## config.mk

```make
export PLATFORM = sky130hd
export DESIGN_NAME = region_decoder
export DESIGN_NICKNAME = d
export VERILOG_FILES = /design/src/mem_map_pkg.sv /design/src/wb_pkg.sv /design/src/region_decoder.sv
export SDC_FILE = /design/constraint.sdc
export NUM_CORES = 1
export LEC_CHECK = 0
export BUFFER_PORTS_ARGS = -buffer_cell sky130_fd_sc_hd__buf_2
export CAP_MARGIN = 20
export CORE_AREA = 2 2 114 94
export CTS_BUF_LIST = sky130_fd_sc_hd__clkbuf_16
export CTS_CLUSTER_DIAMETER = 100
export DETAILED_ROUTE_END_ITERATION = 8
export DIE_AREA = 0 0 116 96
export PLACE_DENSITY_LB_ADDON = 0.12
export SYNTH_ARGS = -nofsm -noshare
export SYNTH_HDL_FRONTEND = slang
export SYNTH_SLANG_ARGS = --single-unit
```

## constraint.sdc

```tcl
create_clock -name clk -period 3.6 [get_ports clk]
set_input_delay 0 -clock clk [delete_from_list [all_inputs] [get_ports clk]]
set_output_delay 0 -clock clk [all_outputs]
set_load 0.02 [all_outputs]
```

## src/mem_map_pkg.sv

```systemverilog
// Data memory map
`default_nettype none

package mem_map_pkg;

    // ==============================
    // Region sizes in bytes
    // ==============================
    localparam int unsigned REGION0_BYTES = 4096;   // 4 KB, 1K words
    localparam int unsigned REGION1_BYTES = 65536;  // 64 KB, 16K words

    // Word-address widths follow from the sizes
    localparam int REGION0_WORD_AW = $clog2(REGION0_BYTES / 4); // 10
    localparam int REGION1_WORD_AW = $clog2(REGION1_BYTES / 4); // 14

    // ==============================
    // Reset-time bases
    // ==============================
    localparam logic [31:0] REGION0_BASE_DEFAULT = 32'h0000_0000;
    localparam logic [31:0] REGION1_BASE_DEFAULT = 32'h0000_1000; // Right after Region 0

    // Strobe to ack_o or err_o, in cycles
    localparam int RESP_LATENCY = 2;

endpackage : mem_map_pkg

`default_nettype wire

```

## src/wb_pkg.sv

```systemverilog
// Wishbone data port definitions
`default_nettype none

package wb_pkg;

    // ==============================
    // Bus widths
    // ==============================
    localparam int WB_ADDR_W = 32;            // Byte address width
    localparam int WB_DATA_W = 32;            // One data word
    localparam int WB_SEL_W  = WB_DATA_W / 8; // Byte lanes per word

    // ==============================
    // Bus types
    // ==============================
    typedef logic [WB_ADDR_W-1:0] wb_addr_t;  // Byte address
    typedef logic [WB_DATA_W-1:0] wb_data_t;  // Data word
    typedef logic [WB_SEL_W-1:0]  wb_sel_t;   // Byte-enable mask, bit i is lane i

    // Lane i covers data bits [8*i+7:8*i]

endpackage : wb_pkg

`default_nettype wire
```

## src/region_decoder.sv

```systemverilog
// Data port address decoder
`timescale 1ns/1ps
`default_nettype none

module region_decoder (
    input  logic              clk,
    input  logic              rst_n,
    // Request from the bus master
    input  logic              cyc_i,
    input  logic              stb_i,
    input  logic              we_i,
    input  wb_pkg::wb_addr_t  adr_i,
    input  wb_pkg::wb_data_t  dat_i,
    input  wb_pkg::wb_sel_t   sel_i,
    // Run-time window bases, stable while cyc_i is high
    input  wb_pkg::wb_addr_t  region0_base_i,
    input  wb_pkg::wb_addr_t  region1_base_i,
    // Shared request lines to both RAMs
    output logic              r0_stb_o,
    output logic              r1_stb_o,
    output logic              r_we_o,
    output wb_pkg::wb_addr_t  r_word_adr_o,
    output wb_pkg::wb_data_t  r_dat_o,
    output wb_pkg::wb_sel_t   r_sel_o,
    // Unmapped access, one cycle late
    output logic              dec_err_o
);
    import wb_pkg::*;
    import mem_map_pkg::*;

    // ==============================
    // Window compare
    // ==============================
    wb_addr_t off0;       // Byte offset into Region 0
    wb_addr_t off1;       // Byte offset into Region 1
    logic     req;        // Accepted request this cycle
    logic     hit0;
    logic     hit1;
    logic     dec_err_q;

    assign req  = cyc_i & stb_i;  // No stall, so every strobe is taken
    assign off0 = adr_i - region0_base_i;
    assign off1 = adr_i - region1_base_i;

    // Offset test avoids overflow of base + size near the top of the space
    assign hit0 = (adr_i >= region0_base_i) && (off0 < REGION0_BYTES);
    assign hit1 = (adr_i >= region1_base_i) && (off1 < REGION1_BYTES);

    // ==============================
    // Routing
    // ==============================
    // Region 0 has priority on overlap
    assign r0_stb_o = req & hit0;
    assign r1_stb_o = req & ~hit0 & hit1;

    // Local word address of the winning window
    assign r_word_adr_o = hit0 ? (off0 >> 2) : (off1 >> 2);

    assign r_we_o  = we_i;   // Only the strobed RAM acts on these
    assign r_dat_o = dat_i;
    assign r_sel_o = sel_i;

    // Error pulse lines up with the RAM acks
    always_ff @(posedge clk) begin
        if (rst_n) begin
            dec_err_q <= 1'b0;
        end else begin
            dec_err_q <= req & ~hit0 & ~hit1;
        end
    end

    assign dec_err_o = dec_err_q;

    // Bases move only between bus cycles
    assert property (@(posedge clk) disable iff (rst_n)
        cyc_i |-> ($stable(region0_base_i) && $stable(region1_base_i)))
        else $error("Window base changed during a bus cycle");

endmodule : region_decoder

`default_nettype wire

```

==> results.md <==
- Met2 Routed Length: 6.46 mm
- Ratio of final minimum period to clock period: 0.978
- RD Place Congestion: 1.04
- Post-Synth Simple-Gate Area: 0.217
- Slew Limit Headroom: 0.514
- Max cap viols: 0
- Cell Int Power: 0.499 mW
- Routed len/inst: 15.4 um
- DP Area: a little over 5000 sq um
- Yosys reg bits: 1
- FFs w/ async S/R, synth: 0
- DIE AREA: 11100 sq um
- Pwr Density: 212 nW/um^2
- Sequential share of power: 0.010
- Utilization after layout: 0.548
- Antenna Cells: 0
- Initial antenna violation count: 0
- Critical path required time: roughly 3.6 ns
- DR pass1 iterations: 5
- Nets: 998
- Max FFs per register: 1
- Vias per cell: 5.54
- CP Launch Type: primary input
- Final instance area: roughly 5500 sq um
- WHS: 0.00000774 ns
- Via count: 5181
- First-pass GRT wire length: 22.0 mm
- Dpl hpwl: 12.2 mm
- Register area share after synthesis: 0.00463
- Worst Hold Class: primary input to output pin
- EDFF count, synth: 0
- Final hold viol count: 0
- Met3 wire length: a little under 1 mm
- Synth Area in Adders: 0.185
- Vias in the first global route: 4623
- Max Slew Vio Count: 0
- RSZ-0062 raised after global routing: yes
- Synth Flop Type: dfxtp_1
- Antenna Nets Post-Route: 0
- Post-Syn Area per Cell: 6.51 sq um
- Core area: 9990 sq um
- # rows: 33
- Leak Pwr: ~2.8 nW
- VDD IR max: 0.0000823 V
- Post-synth top area cell: ha_1
- Syn Inst Count: 664
- Die height: 96 um
- Synth Area in XOR/XNOR: 0.109
- Kind of end point of the critical path: output pin
- Distinct cells, synth: 60
- Most frequent cell after synthesis: inv_1
- FMAX: 0.284 GHz
- Initial DRC count: 328
- Clk pwr share: 0
- Synth Area in Compound Gates: 0.297
- Crit Path Max Fanout: 7
- DR DRC count: 0
- Endpoints failing setup: 0
- List of most frequent post-synthesis cells: 75 x inv_1, 73 x a21oi_1, 64 x ha_1
- Gate power share: 0.990
- Top cell type's share of synthesized area: 0.185
- Worst-margin pin slew: 0.723 ns
- PnR Total Power: 1.16 mW
- Net load switching power: 0.662 mW
- Sw frac: 0.570
- GRT Util Overall: 0.240
- Run status: completed
- Setup CP Type: primary input to output pin
- Synth top area cells: ha_1 19%, a21oi_1 8.4%, buf_4 6.9%
- Initial Utilization: 0.433
- Total Wirelength: 14.4 mm
- Area Overhead vs Synth: 26.5%
- Mux cell area share after synthesis: 0.0234
- Main combinational cell family by area after synthesis: compound AO/OA/AOI/OAI gates
- Multi-input logic area: 3850 sq um
- Ys Warns: 0
- Routed met1 length: 6.81 mm
- Share of layout cells above drive strength 1: 0.301
- CP arrival: 3.52 ns
- I/O pins: around 210
- Largest net degree at the start of global routing: 22
- GRT Residual Overflow: 0
- Reg area: 20.0 sq um
- Post-synthesis cell area: 4320 sq um
- Port Buffers: 132
- CTS Hold Buffers Added: 0
- Die Wd: roughly 120 um
- Min cycle time layout: approximately 3.5 ns
- Max Used Layer: met4
- Fillers: 1037
## through the flow
stage               std cells  setup TNS (ns)  setup WS (ns)
global route              935         -0.0796        -0.0293
detailed placement        927           -6.71         -0.267
CTS                       927               0         0.0114
floorplan                 665               0          0.266
global placement          927           -2.31         -0.137
finish                    935               0         0.0777
## cell families after synthesis
| kind of cell | count (synthesis) |
|---|---|
| xor gates and xnor gates | 54 |
| adders and majority gates | 64 |
| DFF | 1 |
| buffers and inverters | 136 |
| AOI/OAI and AO/OA | 203 |
| other | 1 |
| and+or+nand+nor | 195 |
| muxes | 10 |
## worst paths after layout
path	endpoint	slack (ns)	depth (start not counted)	start
worst min-delay path	r_dat_o[13]	0.000008	0	dat_i[13]
worst max-delay path	r_word_adr_o[8]	0.08	17	adr_i[4]
## timing repair
action                                  4_1_cts  5_1_grt
setup buffers                                 0        8
endpoints found under the setup margin       32       31
pin swaps                                     0       16
resized for setup                             7       50
## power by group through the flow
stage	Clock [mW]	Sequential, mW	Combinational, mW
after CTS	0	0.0120	1.08
after floorplan	0	0.0124	0.769
after global routing	0	0.0120	1.26
after detailed placement	0	0.0120	1.07
final	0	0.0119	1.15
after global placement	0	0.0119	1.06
## cells in the final DEF (no fill, tap or decap), types with 7 or more instances in the layout
master      n
nand3_1     8
xnor2_1    27
nand4_1    20
ha_1       51
o21a_1     11
mux2i_1     9
a21o_1     17
nor2_1     58
o211ai_1    8
a21oi_1    66
inv_1      73
buf_4      56
nand2_1    53
and3_1     10
xor2_1     26
nor2b_1     8
a31oi_1    11
nor3_1     10
buf_2     129
ha_4        7
o21ai_0    30
o21bai_1    9
## layer usage
layer,vias up,global-route usage
met4,0,0.0407
met5,-,0
met3,32,0.0107
met1,2373,0.357
li1,2580,-
met2,196,0.388
## critical path, cell delays in order
cell and delay [ns]:
buf_2 0.13, ha_4 0.25, buf_4 0.14, a211oi_2 0.23, buf_4 0.19, a21oi_2 0.09, or2_4 0.28, a31oi_2 0.19
xor2_1 0.18, o211ai_1 0.10, or4_4 0.56, nor4_4 0.23, and4_1 0.27, buf_12 0.15, buf_8 0.13, mux2i_1 0.21
buf_2 0.19
## final cells by class
class                      instances  share of cell area
multi-input combinational        528               0.703
inverter                          75              0.0519
timing repair buffer             191               0.209
tap                              140              0.0320
sequential                         1             0.00366
Note: power is estimated with default switching activity, not from simulation.
