### src/wb_pkg.sv
// Wishbone data port definitions
`default_nettype none

package wb_pkg;

    // ==============================
    // Bus widths
    // ==============================
    localparam int WB_ADDR_W = 32;            // Byte address width
    localparam int WB_DATA_W = 32;            // One data word
    localparam int WB_SEL_W  = WB_DATA_W / 8; // Byte lanes per word

    // ==============================
    // Bus types
    // ==============================
    typedef logic [WB_ADDR_W-1:0] wb_addr_t;  // Byte address
    typedef logic [WB_DATA_W-1:0] wb_data_t;  // Data word
    typedef logic [WB_SEL_W-1:0]  wb_sel_t;   // Byte-enable mask, bit i is lane i

    // Lane i covers data bits [8*i+7:8*i]

endpackage : wb_pkg

`default_nettype wire
### src/response_merge.sv
// Response merge stage
`timescale 1ns/1ps
`default_nettype none

module response_merge (
    input  logic              clk,
    input  logic              rst_n,
    // Region 0 response
    input  logic              r0_ack_i,
    input  wb_pkg::wb_data_t  r0_rdata_i,
    // Region 1 response
    input  logic              r1_ack_i,
    input  wb_pkg::wb_data_t  r1_rdata_i,
    // Unmapped access from the decoder
    input  logic              dec_err_i,
    // Merged response to the master
    output logic              ack_o,
    output logic              err_o,
    output wb_pkg::wb_data_t  dat_o
);
    import wb_pkg::*;

    // ==============================
    // Output registers
    // ==============================
    logic     ack_q;
    logic     err_q;
    wb_data_t dat_q;      // Held between responses
    wb_data_t sel_data;   // Data of the acking region

    assign sel_data = r0_ack_i ? r0_rdata_i : r1_rdata_i;

    // Control bits, cleared on reset
    always_ff @(posedge clk) begin
        if (rst_n) begin
            ack_q <= 1'b0;
            err_q <= 1'b0;
        end else begin
            ack_q <= r0_ack_i | r1_ack_i;
            err_q <= dec_err_i;
        end
    end

    // Capture data only on an ack
    always_ff @(posedge clk) begin
        if (r0_ack_i || r1_ack_i) begin
            dat_q <= sel_data;
        end
    end

    assign ack_o = ack_q;
    assign err_o = err_q;
    assign dat_o = dat_q;

    // Decoder sends each request to one place, so responses never collide
    assert property (@(posedge clk) disable iff (rst_n)
        $onehot0({r0_ack_i, r1_ack_i, dec_err_i}))
        else $error("Two responses in one cycle");

endmodule : response_merge

`default_nettype wire

### config.mk
export PLATFORM = sky130hd
export DESIGN_NAME = response_merge
export DESIGN_NICKNAME = d
export VERILOG_FILES = /design/src/wb_pkg.sv /design/src/response_merge.sv
export SDC_FILE = /design/constraint.sdc
export NUM_CORES = 1
export LEC_CHECK = 0
export ABC_AREA = 0
export BUFFER_PORTS_ARGS = -buffer_cell sky130_fd_sc_hd__buf_4
export CORE_ASPECT_RATIO = 1.1
export CORE_MARGIN = 2
export CORE_UTILIZATION = 41
export CTS_CLUSTER_SIZE = 25
export DETAILED_ROUTE_END_ITERATION = 10
export GPL_ROUTABILITY_DRIVEN = 0
export GPL_TIMING_DRIVEN = 0
export PLACE_DENSITY = 0.79
export SETUP_SLACK_MARGIN = 0.2
export SLEW_MARGIN = 20
export SYNTH_ARGS = -nofsm -noshare
export SYNTH_HDL_FRONTEND = slang
export SYNTH_SLANG_ARGS = --single-unit
### constraint.sdc
create_clock -name clk -period 1.7 [get_ports clk]
set_input_delay 0.17 -clock clk [delete_from_list [all_inputs] [get_ports clk]]
set_output_delay 0.17 -clock clk [all_outputs]
set_load 0.01 [all_outputs]
==> impl_metrics.ini, run 1 <==
[floorplan]
num_rows = 23
dieArea_um2 = 4315
ioPinCount = 103
die_w_um = 62.82
die_y_um = 68.70
initial_utilization_pct = 42.69
coreArea_um2 = 3655

[logic_synthesis]
seq_area_frac_synth_pct = 64.15
syn_nets = 142
synth_warnings = 0
synth_area_um2 = 1560
synth_area_per_cell_um2 = 21.37
synthCells = 73
yosys_register_bits = 34
yosysUniqueCellTypes = 9

[drt]
routed_via_density = 4.474
drtIter0Drc = 27
wl_mm = 3.471
detail-route-antenna-nets = 0
drt-pass1-iter-count = 4
via_count = 1038
drc = 0
routedWlPerCell_um = 14.96

[clock_network]
cts_tree = yes
numCtsBuffers = 5
ctsHoldBuffers = 0
clkSlewWorstSetupHoldPaths_ps = 60
root_buffer = clkbuf_8
clockBufferDepth = 2
post_cts_buffers = 0
cts_num_sinks = 34
ctsHtreeMaxLevel = 2
ctsResizeCount = 0

[timing]
slew_headroom_pct = 48.26
fin_tns_setup_ps = 0
layout_min_cycle_time_ps = 1190
finalHoldViolations = 0
max_freq_mhz = 840.2
worst_pin_slew_ps = 776.1
holdWs_ps = 52.94
period_share_pct = 70.01
rsz0062_at_grt = no
slew_viol_final = 0
setup_violations = 0

[setup_path]
critPathTopFamily = simple AND/OR/NAND/NOR gates
critical_path.startpoint_type = input pin
critPathArrivalTime_ps = 1090
critPathBufInv = 2
slowest_stage = or2_2
crit_path_end_kind = flop
path_cells = buf_6, buf_12, or2_2
critPathMaxStageDelay_ps = 630
critPathMaxFanout = 32
required_ps = 1600
path_class = in2reg

[pwr]
ir_drop_mv = 0.5240
power.density_nw_per_um2 = 828.6
leakagePower_uw = 0.001158

[grt]
grt_first_pass_wirelength_mm = 4.519
antenna_found_initial = 0
grt.total_usage_pct = 14.12
grt_max_degree = 33
grt_overflow = 0
grt_pass1_vias = 975

[min_path]
hold_class = in2reg

[final_layout]
stdcell_area_um2 = 2462
drive_above_1_share_pct = 79.67
num_antenna_cells = 0
syn_to_final_growth_pct = 57.82
finish.utilization_pct = 67.37
fillers = 274
fin_nets = 250
mostFrequentLayoutCells = 101 x buf_4, 32 x edfxtp_1, 28 x mux2_4, 5 x clkbuf_8, 4 x mux2_2
layout.cells.most_common = buf_4
layout.cells.non_filler = 232

[outcome]
status = finished, final reports clean

[placement]
hpwl_mm = 2.722
portBuffers = 101
dpl_cell_area_um2 = 2381
dp.cells = 224

[run]
drv_cap = 0
## cell usage after synthesis
cell type / instances / area (µm²)
o21ba_2: 1 / 10.01
buf_12: 3 / 60.06
nor2b_1: 1 / 6.260
or2_2: 1 / 6.260
mux2_2: 4 / 45.04
buf_6: 1 / 11.26
edfxtp_1: 32 / 960.9
mux2_4: 28 / 420.4
dfxtp_1: 2 / 40.04
## sequential cells by signal, indices dropped and copies added, names as in the netlist
register	count
err_o	1
ack_o	1
dat_o	32
## final timing paths
| kind | start | to | slack (ps) | depth (start not counted) |
|---|---|---|---|---|
| worst max-delay path | r0_ack_i | dat_o[20]$_DFFE_PP_ | 510 | 3 |
| worst min-delay path | rst_n | err_o$_SDFF_PP0_ | 50 | 2 |
## kinds of logic (layout without fill, tap and decap cells)
kind of cell    after synthesis  after routing  synth area share [%]
flops                        34             34                 64.15
mux                          32             32                 29.83
buf+inv                       4            113                 4.571
simple gates                  2              2                0.8024
compound gates                1              1                0.6416
## power breakdown
| part | internal (µW) | switching [µW] | leakage (µW) |
|---|---|---|---|
| Clock | 281 | 260 | 0.0000426 |
| Sequential | 1020 | 23.4 | 0.000343 |
| Combinational | 300 | 156 | 0.000773 |
## per-layer routing
layer / track usage, % / vias up / share of wire (%)
li1: - / 499 / -
met1: 13.19 / 500 / 33
met2: 28.90 / 37 / 61
met3: 3.409 / 2 / 5.1
met4: 7.500 / 0 / 0.95
met5: 0 / - / 0
## per-stage QoR
| stage | total power (µW) | worst slack (ps) |
|---|---|---|
| 2_1_floorplan | 1252 | 414.9 |
| 3_3_place_gp | 1507 | 266.3 |
| 3_5_place_dp | 1523 | 215.2 |
| 4_1_cts | 2064 | 510.5 |
| 5_1_grt | 2117 | 445.1 |
| 6_report | 2040 | 509.8 |
## layout make-up
| cell class | count | area, µm² | area share, % |
|---|---|---|---|
| clock buffer | 6 | 72.57 | 2.947 |
| multi-input combinational | 35 | 488.0 | 19.82 |
| tap | 50 | 62.56 | 2.541 |
| buffer | 4 | 71.32 | 2.896 |
| clock inverter | 2 | 8.758 | 0.3557 |
| timing repair buffer | 101 | 758.2 | 30.79 |
| sequential | 34 | 1001 | 40.65 |
(Power assumes the default switching activity.)
==> inputs of run 2 (changes only) <==
Settings changed: ABC_AREA 0 to 1, PLACE_DENSITY 0.79 to 0.8.
Clock period 1.7 ns to 1.2 ns, I/O delays scaled along.
==> run 2 against run 1 <==
Net effect: first-iteration DRC count is 56% higher; clock power is 17% higher; power is 37% higher; via count is 26% higher; non-clock buffer count is 5 higher; design area is 1.9% higher; critical endpoint is now dat_o[28]; largest power group unchanged.
==> impl_metrics.ini, run 2 <==
[logic_synthesis]
yosys_register_bits = 34
synth_warnings = 0
ys_top_cells_by_area = edfxtp_1 65%, nand2_1 23%, buf_6 3.0%, nand2_2 3.0%, dfxtp_1 2.7%
synth_top_cell_by_area = edfxtp_1
seq_area_frac_synth_pct = 67.45
synthCells = 143
synthTopCellsByCount = 89 x nand2_1, 32 x edfxtp_1, 7 x nand2_2, 4 x buf_6, 3 x nor2_1
synth_area_um2 = 1484
synth_top_area_share_pct = 64.76
yosysUniqueCellTypes = 10
synth-main-ff-cell = edfxtp_1
synth_area_per_cell_um2 = 10.38
syn_nets = 212
async_flop_share_pct = 0
yosysMostFrequentCell = nand2_1
synth_edf_count = 32

[setup_path]
critical_path.startpoint_type = flop
critPathTopFamily = flip-flops
path_class = reg2out
critPathMaxStageDelay_ps = 410
path_cells = buf_6
critPathBufInv = 1
slowest_stage = edfxtp_1
critPathMaxFanout = 1
required_ps = 1080
critPathArrivalTime_ps = 870
crit_path_end_kind = output port

[final_layout]
mostFrequentLayoutCells = 89 x nand2_1, 76 x buf_4, 32 x edfxtp_1, 30 x buf_6, 7 x nand2_2
fillers = 257
syn_to_final_growth_pct = 69.14
num_antenna_cells = 0
fin_nets = 323
drive_above_1_share_pct = 49.02
finish.utilization_pct = 73.53
largest_register_ffs = 32
layout.cells.most_common = nand2_1

[clock_network]
cts_num_sinks = 34
clockBufferDepth = 2
ctsHtreeMaxLevel = 2
numCtsBuffers = 5
clkSlewWorstSetupHoldPaths_ps = 90
cts_tree = yes
post_cts_buffers = 0
root_buffer = clkbuf_4

[floorplan]
dieArea_um2 = 4117
num_rows = 22
die_w_um = 61.36
coreArea_um2 = 3413
ioPinCount = 103
initial_utilization_pct = 43.48
die_y_um = 67.10

[grt]
grt_max_degree = 17
grt_pass1_vias = 1283
grt_overflow = 0
grt_first_pass_wirelength_mm = 5.361
grt.total_usage_pct = 18.76
antenna_found_initial = 0

[pwr]
total_power_uw = 2801
ir_drop_mv = 0.6006
power.density_nw_per_um2 = 1116
leakagePower_uw = 0.001254

[timing]
period_share_pct = 82.71
slew_headroom_pct = 77.40
worst_pin_slew_ps = 338.3
finalHoldViolations = 0
max_freq_mhz = 1008
rsz0062_at_grt = yes
layout_min_cycle_time_ps = 992.5
slew_viol_final = 0
setup_violations = 0

[drt]
routedWlPerCell_um = 12.04
drt-pass1-iter-count = 4
wl_mm = 3.647
drtIter0Drc = 42
detail-route-antenna-nets = 0
routed_via_density = 4.330
via_count = 1312
drc = 0

[placement]
portBuffers = 101
hpwl_mm = 2.668

[min_path]
hold_class = in2reg

[outcome]
status = finished, final reports clean

[run]
drv_cap = 0
-- run 2: power by group --
part           leakage [µW]  switching [µW]  internal [µW]
combinational      0.000875             259            413
sequential         0.000346            51.7           1440
clock             0.0000326             344            289
total               0.00125             655           2150
-- run 2: timing repair --
item | 4_1_cts | 5_1_grt
gates cloned | 1 | 0
hold endpoints to repair | 2 | 0
resized for setup | 12 | 16
hold buffers | 2 | 0
endpoints found under the setup margin | 45 | 32
-- run 2: logic make-up (layout without fill, tap and decap cells) --
logic type | count (synthesis) | count (layout) | share of synthesized area [%]
and+or+nand+nor | 99 | 99 | 26.22
buffers and inverters | 10 | 122 | 6.323
DFF | 34 | 34 | 67.45
-- run 2: final timing paths --
path           startpoint                to  slack [ps]  cells after the start
max   dat_o[28]$_DFFE_PP_         dat_o[28]         210                      1
min              r1_ack_i  ack_o$_SDFF_PP0_          40                      3
-- run 2: stage by stage --
step	std cells	hold WS, ps	area (µm²)	setup TNS (ps)	worst slack (ps)
6_report	303	40.40	2510	0	207.5
5_1_grt	303	6.069	2510	0	143.9
4_1_cts	303	21.99	2450	0	177.3
3_5_place_dp	292	289.2	2322	-6519	-205.3
3_3_place_gp	292	287.3	2322	-6445	-202.8
2_1_floorplan	143	191.2	1504	0	27.41
-- run 2: cell type report --
cell class / count / area, µm² / share of cell area (%)
repair buffers: 103 / 879.6 / 35.04
repair inverters: 1 / 7.507 / 0.2991
well taps: 48 / 60.06 / 2.393
clock buffers: 8 / 58.81 / 2.343
plain buffers: 7 / 83.83 / 3.340
multi-input cells: 99 / 396.6 / 15.80
inverters: 3 / 22.52 / 0.8973
flip-flops and latches: 34 / 1001 / 39.88
-- run 2: metal layers --
layer / wire [µm] / share of wire, % / GRT usage (%)
met5: 0 / 0 / 0
met4: 33 / 0.90 / 7.979
met3: 324 / 8.9 / 8.932
met2: 2062 / 57 / 33.91
met1: 1227 / 34 / 17.40
